--- config.mk ---
export PLATFORM = sky130hd
export DESIGN_NAME = fmul_top
export DESIGN_NICKNAME = d
export VERILOG_FILES = /design/src/rtl/fmul_pkg.sv /design/src/rtl/fmul_ctrl.sv /design/src/rtl/fmul_mant_mult.sv /design/src/rtl/fmul_normalize.sv /design/src/rtl/fmul_round_pack.sv /design/src/rtl/fmul_top.sv /design/src/rtl/fmul_unpack.sv
export VERILOG_INCLUDE_DIRS = /design/src /design/src/rtl
export SDC_FILE = /design/constraint.sdc
export NUM_CORES = 2
export LEC_CHECK = 0
export BUFFER_PORTS_ARGS = -buffer_cell sky130_fd_sc_hd__buf_2
export CORE_ASPECT_RATIO = 0.9
export CORE_MARGIN = 3
export CORE_UTILIZATION = 57
export CTS_BUF_LIST = sky130_fd_sc_hd__clkbuf_8
export DETAILED_ROUTE_END_ITERATION = 8
export PLACE_DENSITY_LB_ADDON = 0.2
export REMOVE_ABC_BUFFERS = 1
export SLEW_MARGIN = 20
export SYNTH_ARGS = -nofsm -noshare
export SYNTH_HDL_FRONTEND = slang
export SYNTH_HIERARCHICAL = 1
export SYNTH_SLANG_ARGS = --single-unit
--- constraint.sdc ---
create_clock -name clk -period 7 [get_ports clk]
set_input_delay 0.35 -clock clk [delete_from_list [all_inputs] [get_ports clk]]
set_output_delay 0.35 -clock clk [all_outputs]
set_load 0.005 [all_outputs]
--- src/rtl/fmul_params.svh ---
`ifndef FMUL_PARAMS_SVH
`define FMUL_PARAMS_SVH

// ieee-754 single precision field widths
`define FMUL_EXP_W  8
`define FMUL_FRAC_W 23
`define FMUL_W      32
`define FMUL_BIAS   127
`define FMUL_QNAN   32'h7fc0_0000 // canonical quiet nan

// derived widths
`define FMUL_MANT_W (`FMUL_FRAC_W + 1) // hidden bit included
`define FMUL_UEXP_W (`FMUL_EXP_W + 2) // signed unbiased exponent
`define FMUL_PEXP_W (`FMUL_EXP_W + 3) // exponent sum, no wrap
`define FMUL_PROD_W (2 * `FMUL_MANT_W) // full mantissa product

`endif

--- src/rtl/fmul_pkg.sv ---
package fmul_pkg;

  `include "fmul_params.svh"

  // control states, named after the data that is valid in that cycle
  typedef enum logic [2:0] {
    idle,
    unpack,
    multiply,
    normalize,
    round,  // rounded normal result on z
    done_s  // special result on z
  } state_e;

  // subnormal encodings land in zero
  typedef enum logic [1:0] {
    zero,
    normal,
    inf,
    nan
  } class_e;

  typedef struct packed {
    logic                           sign;
    logic signed [`FMUL_UEXP_W-1:0] exp;  // bias removed
    logic [`FMUL_MANT_W-1:0]        mant; // hidden bit on top
  } unpacked_t;

  typedef struct packed {
    unpacked_t u;
    class_e    cls;
  } operand_t;

  typedef struct packed {
    logic guard;
    logic rnd;    // round bit
    logic sticky;
  } grs_t;

  typedef struct packed {
    logic                           sign;
    logic signed [`FMUL_PEXP_W-1:0] exp;
    logic [`FMUL_MANT_W-1:0]        mant;
    grs_t                           grs;
  } norm_t;

  typedef struct packed {
    logic invalid;
    logic overflow;
    logic underflow;
  } status_t;

endpackage

--- src/rtl/fmul_ctrl.sv ---
module fmul_ctrl (
  input  logic             clk,
  input  logic             rst,
  input  logic             in_valid,
  input  fmul_pkg::class_e class_a,
  input  fmul_pkg::class_e class_b,
  output logic             busy,
  output logic             load,
  output logic             mult_en,
  output logic             norm_en,
  output logic             round_en,
  output logic             special_en,
  output logic             done
);

  fmul_pkg::state_e state;
  fmul_pkg::state_e state_nxt;
  logic             special; // any operand not normal

  assign special = (class_a != fmul_pkg::normal) || (class_b != fmul_pkg::normal);

  always_comb
  begin
    state_nxt  = state;
    load       = 1'b0;
    mult_en    = 1'b0;
    norm_en    = 1'b0;
    round_en   = 1'b0;
    special_en = 1'b0;
    case (state)
      // result cycles also take a new strobe, back to back
      fmul_pkg::idle, fmul_pkg::round, fmul_pkg::done_s:
      begin
        load      = in_valid;
        state_nxt = in_valid ? fmul_pkg::unpack : fmul_pkg::idle;
      end
      fmul_pkg::unpack:
      begin
        if (special)
        begin
          special_en = 1'b1;             // result straight from the classes
          state_nxt  = fmul_pkg::done_s;
        end
        else
        begin
          mult_en   = 1'b1;
          state_nxt = fmul_pkg::multiply;
        end
      end
      fmul_pkg::multiply:
      begin
        norm_en   = 1'b1;
        state_nxt = fmul_pkg::normalize;
      end
      fmul_pkg::normalize:
      begin
        round_en  = 1'b1;
        state_nxt = fmul_pkg::round;
      end
      default: state_nxt = fmul_pkg::idle;
    endcase
  end

  always_ff @(posedge clk)
  begin
    if (rst)
    begin
      state <= fmul_pkg::idle;
      busy  <= 1'b0;
      done  <= 1'b0;
    end
    else
    begin
      state <= state_nxt;
      busy  <= state_nxt != fmul_pkg::idle;
      done  <= (state_nxt == fmul_pkg::round) || (state_nxt == fmul_pkg::done_s); // one cycle
    end
  end

endmodule

--- src/rtl/fmul_mant_mult.sv ---
`include "fmul_params.svh"

module fmul_mant_mult (
  input  logic                           clk,
  input  logic                           rst,
  input  logic                           mult_en,
  input  fmul_pkg::operand_t             op_a,
  input  fmul_pkg::operand_t             op_b,
  output logic                           prod_sign,
  output logic signed [`FMUL_PEXP_W-1:0] prod_exp,
  output logic [`FMUL_PROD_W-1:0]        product
);

  logic signed [`FMUL_PEXP_W-1:0] exp_a; // sign extended
  logic signed [`FMUL_PEXP_W-1:0] exp_b;

  assign exp_a = `FMUL_PEXP_W'($signed(op_a.u.exp));
  assign exp_b = `FMUL_PEXP_W'($signed(op_b.u.exp));

  always_ff @(posedge clk)
  begin
    if (rst)
    begin
      prod_sign <= 1'b0;
      prod_exp  <= '0;
      product   <= '0;
    end
    else if (mult_en)
    begin
      prod_sign <= op_a.u.sign ^ op_b.u.sign;
      prod_exp  <= exp_a + exp_b;          // one bit of headroom
      product   <= op_a.u.mant * op_b.u.mant; // 1.x * 1.x lands in [1,4)
    end
  end

endmodule

--- src/rtl/fmul_normalize.sv ---
`include "fmul_params.svh"

module fmul_normalize (
  input  logic                           clk,
  input  logic                           rst,
  input  logic                           norm_en,
  input  logic                           prod_sign,
  input  logic signed [`FMUL_PEXP_W-1:0] prod_exp,
  input  logic [`FMUL_PROD_W-1:0]        product,
  output fmul_pkg::norm_t                norm
);

  localparam int lo = `FMUL_PROD_W - `FMUL_MANT_W; // bits below a high mantissa

  logic                    top;    // product >= 2
  logic [`FMUL_MANT_W-1:0] mant_n;
  fmul_pkg::grs_t          grs_n;

  assign top = product[`FMUL_PROD_W-1];

  always_comb
  begin
    if (top)
    begin
      mant_n        = product[`FMUL_PROD_W-1 -: `FMUL_MANT_W];
      grs_n.guard   = product[lo-1];
      grs_n.rnd     = product[lo-2];
      grs_n.sticky  = |product[lo-3:0];
    end
    else
    begin
      mant_n        = product[`FMUL_PROD_W-2 -: `FMUL_MANT_W]; // one left shift
      grs_n.guard   = product[lo-2];
      grs_n.rnd     = product[lo-3];
      grs_n.sticky  = |product[lo-4:0];
    end
  end

  always_ff @(posedge clk)
  begin
    if (rst)
      norm <= '0;
    else if (norm_en)
    begin
      norm.sign <= prod_sign;
      norm.exp  <= prod_exp + `FMUL_PEXP_W'(top); // bump when the 2's bit is set
      norm.mant <= mant_n;
      norm.grs  <= grs_n;
    end
  end

endmodule

--- src/rtl/fmul_round_pack.sv ---
`include "fmul_params.svh"

module fmul_round_pack (
  input  logic               clk,
  input  logic               rst,
  input  logic               round_en,
  input  logic               special_en,
  input  fmul_pkg::norm_t    norm,
  input  fmul_pkg::operand_t op_a,
  input  fmul_pkg::operand_t op_b,
  output logic [`FMUL_W-1:0] z,
  output fmul_pkg::status_t  status
);

  logic                           round_up;
  logic [`FMUL_MANT_W:0]          mant_r; // extra bit catches the carry
  logic signed [`FMUL_PEXP_W-1:0] exp_r;
  logic signed [`FMUL_PEXP_W-1:0] exp_biased;
  logic [`FMUL_FRAC_W-1:0]        frac_r;
  logic                           ovf;
  logic                           unf;
  logic                           sign_s; // sign for special results
  logic                           a_inf;
  logic                           b_inf;
  logic                           a_zero;
  logic                           b_zero;
  logic                           inval;

  // nearest even rounds up above half or on an exact half with odd lsb
  assign round_up   = norm.grs.guard & (norm.grs.rnd | norm.grs.sticky | norm.mant[0]);
  assign mant_r     = {1'b0, norm.mant} + {{`FMUL_MANT_W{1'b0}}, round_up};
  assign exp_r      = norm.exp + `FMUL_PEXP_W'(mant_r[`FMUL_MANT_W]);
  assign frac_r     = mant_r[`FMUL_FRAC_W-1:0]; // a rounding carry leaves it zero
  assign ovf        = exp_r > `FMUL_BIAS;        // above 127
  assign unf        = exp_r < (1 - `FMUL_BIAS);  // below -126 gets flushed
  assign exp_biased = exp_r + `FMUL_PEXP_W'(`FMUL_BIAS);

  assign sign_s = op_a.u.sign ^ op_b.u.sign;
  assign a_inf  = op_a.cls == fmul_pkg::inf;
  assign b_inf  = op_b.cls == fmul_pkg::inf;
  assign a_zero = op_a.cls == fmul_pkg::zero;
  assign b_zero = op_b.cls == fmul_pkg::zero;
  assign inval  = (op_a.cls == fmul_pkg::nan) | (op_b.cls == fmul_pkg::nan)
                | (a_inf & b_zero) | (b_inf & a_zero); // inf * 0 is invalid too

  always_ff @(posedge clk)
  begin
    if (rst)
    begin
      z      <= '0;
      status <= '0;
    end
    else if (special_en)
    begin
      status <= '0;
      if (inval)
      begin
        z              <= `FMUL_QNAN;
        status.invalid <= 1'b1;
      end
      else if (a_inf | b_inf)
        z <= {sign_s, {`FMUL_EXP_W{1'b1}}, {`FMUL_FRAC_W{1'b0}}};
      else
        z <= {sign_s, {(`FMUL_W-1){1'b0}}}; // signed zero
    end
    else if (round_en)
    begin
      status <= '0;
      if (ovf)
      begin
        z               <= {norm.sign, {`FMUL_EXP_W{1'b1}}, {`FMUL_FRAC_W{1'b0}}};
        status.overflow <= 1'b1;
      end
      else if (unf)
      begin
        z                <= {norm.sign, {(`FMUL_W-1){1'b0}}};
        status.underflow <= 1'b1;
      end
      else
        z <= {norm.sign, exp_biased[`FMUL_EXP_W-1:0], frac_r};
    end
  end

endmodule

--- src/rtl/fmul_top.sv ---
`include "fmul_params.svh"

module fmul_top (
  input  logic               clk,
  input  logic               rst,
  input  logic               in_valid,
  input  logic [`FMUL_W-1:0] a,
  input  logic [`FMUL_W-1:0] b,
  output logic [`FMUL_W-1:0] z,
  output fmul_pkg::status_t  status,
  output logic               done,
  output logic               busy
);

  logic                           load;
  logic                           mult_en;
  logic                           norm_en;
  logic                           round_en;
  logic                           special_en;
  fmul_pkg::operand_t             op_a;
  fmul_pkg::operand_t             op_b;
  logic                           prod_sign;
  logic signed [`FMUL_PEXP_W-1:0] prod_exp;
  logic [`FMUL_PROD_W-1:0]        product;
  fmul_pkg::norm_t                norm;

  fmul_ctrl ctrl_i (
    .clk, .rst, .in_valid,
    .class_a(op_a.cls), .class_b(op_b.cls), // path choice lives here only
    .busy, .load, .mult_en, .norm_en, .round_en, .special_en, .done
  );

  fmul_unpack unpack_i (.clk, .rst, .load, .a, .b, .op_a, .op_b);

  fmul_mant_mult mult_i (.clk, .rst, .mult_en, .op_a, .op_b, .prod_sign, .prod_exp, .product);

  fmul_normalize norm_i (.clk, .rst, .norm_en, .prod_sign, .prod_exp, .product, .norm);

  fmul_round_pack round_i (
    .clk, .rst, .round_en, .special_en,
    .norm, .op_a, .op_b, // operands feed the special results
    .z, .status
  );

endmodule

--- src/rtl/fmul_unpack.sv ---
`include "fmul_params.svh"

module fmul_unpack (
  input  logic                 clk,
  input  logic                 rst,
  input  logic                 load,
  input  logic [`FMUL_W-1:0]   a,
  input  logic [`FMUL_W-1:0]   b,
  output fmul_pkg::operand_t   op_a,
  output fmul_pkg::operand_t   op_b
);

  // field split plus class decode for one word
  function automatic fmul_pkg::operand_t split(input logic [`FMUL_W-1:0] w);
    logic [`FMUL_EXP_W-1:0]  e;
    logic [`FMUL_FRAC_W-1:0] f;
    fmul_pkg::operand_t      o;
    e = w[`FMUL_W-2:`FMUL_FRAC_W];
    f = w[`FMUL_FRAC_W-1:0];
    o.u.sign = w[`FMUL_W-1];
    o.u.exp  = `FMUL_UEXP_W'(e) - `FMUL_UEXP_W'(`FMUL_BIAS); // unbias
    if (e == '0)
    begin
      o.cls = fmul_pkg::zero;     // true zero or subnormal
    end
    else if (e == '1)
    begin
      o.cls = (f != '0) ? fmul_pkg::nan : fmul_pkg::inf;
    end
    else
    begin
      o.cls = fmul_pkg::normal;
    end
    // hidden bit only for normals, zero mantissa otherwise
    o.u.mant = (o.cls == fmul_pkg::normal) ? {1'b1, f} : '0;
    return o;
  endfunction

  always_ff @(posedge clk)
  begin
    if (rst)
    begin
      op_a.cls <= fmul_pkg::zero; // payload left as is
      op_b.cls <= fmul_pkg::zero;
    end
    else if (load)
    begin
      op_a <= split(a);
      op_b <= split(b);
    end
  end

endmodule
After elaboration in Yosys (flattened, before gate mapping):

Cells that the tools add are included.

* $add $sub $neg: 7
* multipliers: 1
* magnitude comparators: 2
* equality and inequality tests: 17
* muxes and demuxes: 36
* bitwise logic cells: 11
* reductions and logical operators: 16

Operators with widths (number)
* 2-to-1 mux 32 bit: 3
* 2-to-1 mux 31 bit: 3
* 2-to-1 mux 24 bit: 3
* multiplier 24 x 24 -> 48 bit: 1
* nonzero test 23 bit: 2
* adder 24 x 1 -> 25 bit: 1
* adder 11 x 1 -> 11 bit: 2
* OR reduction 22 bit: 1
* OR reduction 21 bit: 1
* subtractor 8 x 7 -> 9 bit (second input constant): 2
* equality test 8 bit (second input constant): 2
* zero test 8 bit: 2
* 2-to-1 mux 2 bit: 8
* 2-to-1 mux 1 bit: 14
* equality test 3 bit (second input constant): 4
* 2-to-1 mux 3 bit: 4
* one-hot mux 3 bit (4 select lines): 1
* greater-than comparator 11 x 8 -> 1 bit (second input constant): 1
* less-than comparator 11 x 8 -> 1 bit (second input constant): 1
* adder 9 x 9 -> 10 bit: 1
* adder 8 bit (second input constant): 1
* equality test 2 bit (second input constant): 4
* equality test 3 x 2 -> 1 bit (second input constant): 2
* OR 1 bit: 6
* other kinds (14): 20

* register bits after elaboration: 211
* input port bits: 67
* output and inout bits: 37
* word-level logic and storage cells: 116

Longest topological paths before layout:

* word-level depth: 10
* gate-level depth with buffers: 27

By module:

The synthesis kept the hierarchy.

Modules (own cells, without submodules)
* fmul_mant_mult: instances 1, cells each 2404, area each 21343.0 sq um, seq. area each 1201.2 sq um
* fmul_unpack: instances 1, cells each 198, area each 3044.2 sq um, seq. area each 2122.0 sq um
* fmul_round_pack: instances 1, cells each 275, area each 2341.0 sq um, seq. area each 700.7 sq um
* fmul_normalize: instances 1, cells each 191, area each 1788.0 sq um, seq. area each 780.7 sq um
* fmul_ctrl: instances 1, cells each 24, area each 229.0 sq um, seq. area each 100.1 sq um

Least setup slack after synthesis:

Ideal clock, no wire load.

* path kind: reg2reg
* from: register unpack_i/op_b[5] (netlist name)
* to: register mult_i.product[33]
* setup time: 95 ps
* arrival time: 6457 ps
* required time: 6905 ps
* path slack: 448 ps
* stages on the path, launching flop included: 28
* path buffers: 2
* period minus slack after synthesis: 6552 ps
* cell sequence: edfxtp_1 clkbuf_1 nand2_1 fa_1 inv_1 fa_1 inv_1 fa_1 inv_1 fa_1 inv_1 fa_1 inv_1 fa_1 inv_1 fa_1 inv_1 ha_1 buf_2 a21oi_1 o21ai_1 o221ai_1 o21ai_0 a21oi_2 o21ai_2 a31oi_1 or4b_1 o311ai_1

* word-level cells in the longest chain between the ends: 1

RTL lines
* multiplier 24 x 24 -> 48 bit: RTL line fmul_mant_mult.sv:32 `product <= op_a.u.mant * op_b.u.mant;`
* to (signal assigned): RTL line fmul_mant_mult.sv:32
* to (decl): RTL line fmul_mant_mult.sv:11 `` output logic [`FMUL_PROD_W-1:0] product ``

No other way between the ends.
A chain may end at the register's enable or synchronous reset.

Final worst setup path:

* from: register unpack_i/op_a[8] (netlist name)
* to: register mult_i.product[30]

* word-level cells in the longest chain between the ends: 1

RTL lines (RTL line)
* multiplier 24 x 24 -> 48 bit: fmul_mant_mult.sv:32

No other way between the ends.

==> flow_summary.yaml <==
clocking:
  clk_pin_slew_worst_paths_ns: 0.06
  cts_made_buffers: 39
  cts_max_path_buffers: 3
  clkSinkCount: 211
  htree_levels: 2
  cts_tree: "done"
  clock_latency_ns: 0.53
  cts_root_buf: "clkbuf_8"
route:
  drt-pass1-iter-count: 5
  totalWireLength_mm: 71.6
  routedWlPerCell_um: 18.2
  ant_nets: 0
  drc: 0
  vias: 21800
  drt_iter0_markers: 1414
  via_per_inst: 5.55
layout:
  fin_area_um2: 31800
  n_fill_cell: 4074
  fin_util_pct: 64.2
  areaGrowthSynthToFinish_pct: 10.6
  drive_gt1_share_pct: 12.5
  num-nets-final: 3973
timing:
  final.period_utilization_pct: 97.9
  finalWorstSetupSlack_ns: 0.147
  final_max_slew_viol_count: 0
  rsz0062_at_grt: "true"
  fin_skew_ns: 0.0153
  fmax_mhz: 146
  finalSetupViolations: 0
  finalHoldViolCount: 0
  worst_pin_slew_ns: 1.25
  fin_crit_ns: 6.85
  hold_slack_ns: 0.124
  relSlewSlack_pct: 16.6
grt:
  antenna_found_initial: 2
  grt_remaining_overflow: 0
  grt_pass1_wl_mm: 117
  grt_pass1_vias: 22900
  grt.total_usage_pct: 27.4
  grt_max_degree: 94
worst_setup_path:
  worstPathArrival_ns: 7.27
  cp_max_fo: 13
  setup.worst_path.start_class: "register"
  criticalPathCategory: "reg2reg"
  required_ns: 7.42
  cp-end-kind: "register"
place:
  place_area_um2: 30500
  io_buffers: 103
  hpwl_mm: 56.9
  place.gp.congestion: 0.928
  pre_cts_ws_ns: -0.105
yosys:
  yosysSeqAreaShare_pct: 17.1
  yosysTopAreaCellShare_pct: 33.6
  netlist_area_um2: 28700
  synth_warnings: 6
  synth.avg_cell_area_um2: 9.30
  async_reset_ff_share_pct: 0
  yosys-top-cells-count: "inv_1, fa_1, nand2_1"
  synth_flop_cell: "dfxtp_1"
  ys_top_cells_by_area: "fa_1, dfxtp_1, ha_1"
  synth-seq-cells: 211
  synth_most_common_cell: "inv_1"
  yosys.area.top_type: "fa_1"
  synth_cells: 3092
  yosys.cell_types.count: 99
  synth_edf_count: 68
die:
  start_util_pct: 58.0
  die_w_um: 243
  pin_count: 104
  coreArea_um2: 49500
  dieArea_um2: 53200
  die_y_um: 219
  rows: 77
worst_hold_path:
  hp-class: "in2reg"
job:
  drv_cap: 0
status:
  status: "completed"
kinds of logic (layout without fill, tap and decap cells):
| logic type | count (synthesis) | in the layout | share of synthesized area [%] |
|---|---|---|---|
| xor+xnor | 99 | 99 | 3.07 |
| flops | 211 | 211 | 17.1 |
| mux | 65 | 65 | 2.27 |
| other cells | 0 | 1 | 0 |
| buf+inv | 736 | 901 | 9.89 |
| fa+ha+maj | 678 | 678 | 42.1 |
| simple gates | 1002 | 1002 | 18.1 |
| compound gates | 301 | 301 | 7.46 |
per-layer routing:
layer / share of wire, % / global-route usage (%) / vias up
met5: 0.0098 / 0 / -
met4: 3.0 / 7.89 / 2
met3: 6.4 / 3.84 / 151
met2: 50 / 48.4 / 749
met1: 41 / 35.4 / 11000
li1: - / - / 9923
sequential cells by signal, indices dropped and copies added (netlist names):
signal,count
ctrl_i/busy,1
ctrl_i/done,1
ctrl_i/state,3
mult_i/prod_exp,11
mult_i/prod_sign,1
mult_i/product,48
norm_i/norm,39
round_i/status,3
round_i/z,32
unpack_i/op_a,36
unpack_i/op_b,36
cell usage in the layout, fill, tap and decap left out, drive strengths merged, types with 5 or more instances in the layout:
master,netlist,routed
inv,579,593
fa,483,483
nand2,365,365
and2,319,319
buf,26,249
ha,195,195
dfxtp,143,143
nor2,120,120
a21oi,71,71
edfxtp,68,68
mux2i,64,64
o21ai,63,63
xnor2,62,62
clkbuf,131,44
a211oi,39,39
and3,39,39
xor2,37,37
nand3,36,36
a31oi,23,23
nor3,22,22
nand4,21,21
a22o,20,20
nor4,17,17
a21o,17,17
o21bai,12,12
nor2b,10,10
clkinv,0,10
a311oi,8,8
nand2b,8,8
and4,7,7
or3,7,7
a22oi,6,6
o211ai,5,5
or4,5,5
nor4b,5,5
a2111oi,5,5
layout make-up:
class / instances / area [um^2] / share of cell area (%)
Multi-Input combinational cell: 2145 / 21100 / 66.4
Sequential cell: 211 / 4900 / 15.4
Inverter: 579 / 2170 / 6.84
Timing Repair Buffer: 252 / 1990 / 6.26
Tap cell: 671 / 840 / 2.64
Clock buffer: 43 / 592 / 1.86
Clock inverter: 27 / 173 / 0.543
Antenna cell: 1 / 2.50 / 0.00787
worst paths after layout:
kind | cells after the start | endpoint | slack, ns | startpoint
setup / recovery | 25 | mult_i/product[30] | 0.15 | unpack_i/op_a[8]
hold / removal | 3 | ctrl_i/busy | 0.12 | in_valid
setup reg to reg | 25 | mult_i/product[30] | 0.15 | unpack_i/op_a[8]
hold reg to reg | 2 | round_i/z[12] | 0.45 | round_i/z[12]
worst max-delay path, cell delays in order (launching register included):
cell	delay (ns)
edfxtp_1	0.59
buf_12	0.24
and2_1	0.15
fa_1	0.44
fa_1	0.49
inv_1	0.05
fa_1	0.47
inv_1	0.05
fa_1	0.50
inv_1	0.06
fa_1	0.53
inv_1	0.05
fa_1	0.51
inv_1	0.07
fa_1	0.48
inv_1	0.05
ha_1	0.31
buf_4	0.17
o21a_1	0.19
o211ai_1	0.22
a22oi_2	0.16
a21oi_1	0.31
o21ai_1	0.15
a31oi_1	0.22
xnor2_1	0.09
a22o_1	0.20
through the flow:
step	setup TNS, ns	cells
floorplan	0	2935
global placement	0	3819
detailed placement	-0.694	3819
CTS	0	3903
global route	-0.304	3929
finish	0	3929
repair_timing:
item / 4_1_cts / 5_1_grt
setup endpoints to repair: 9 / 26
setup buffers: 12 / 25
hold buffers: 2 / 0
resized for setup: 0 / 17
pin swaps: 0 / 1
hold endpoints to repair: 2 / 0
gates cloned: 0 / 0
Power is not shown: default switching activity piles up to over one toggle a cycle in this logic, so the estimate is an artifact.
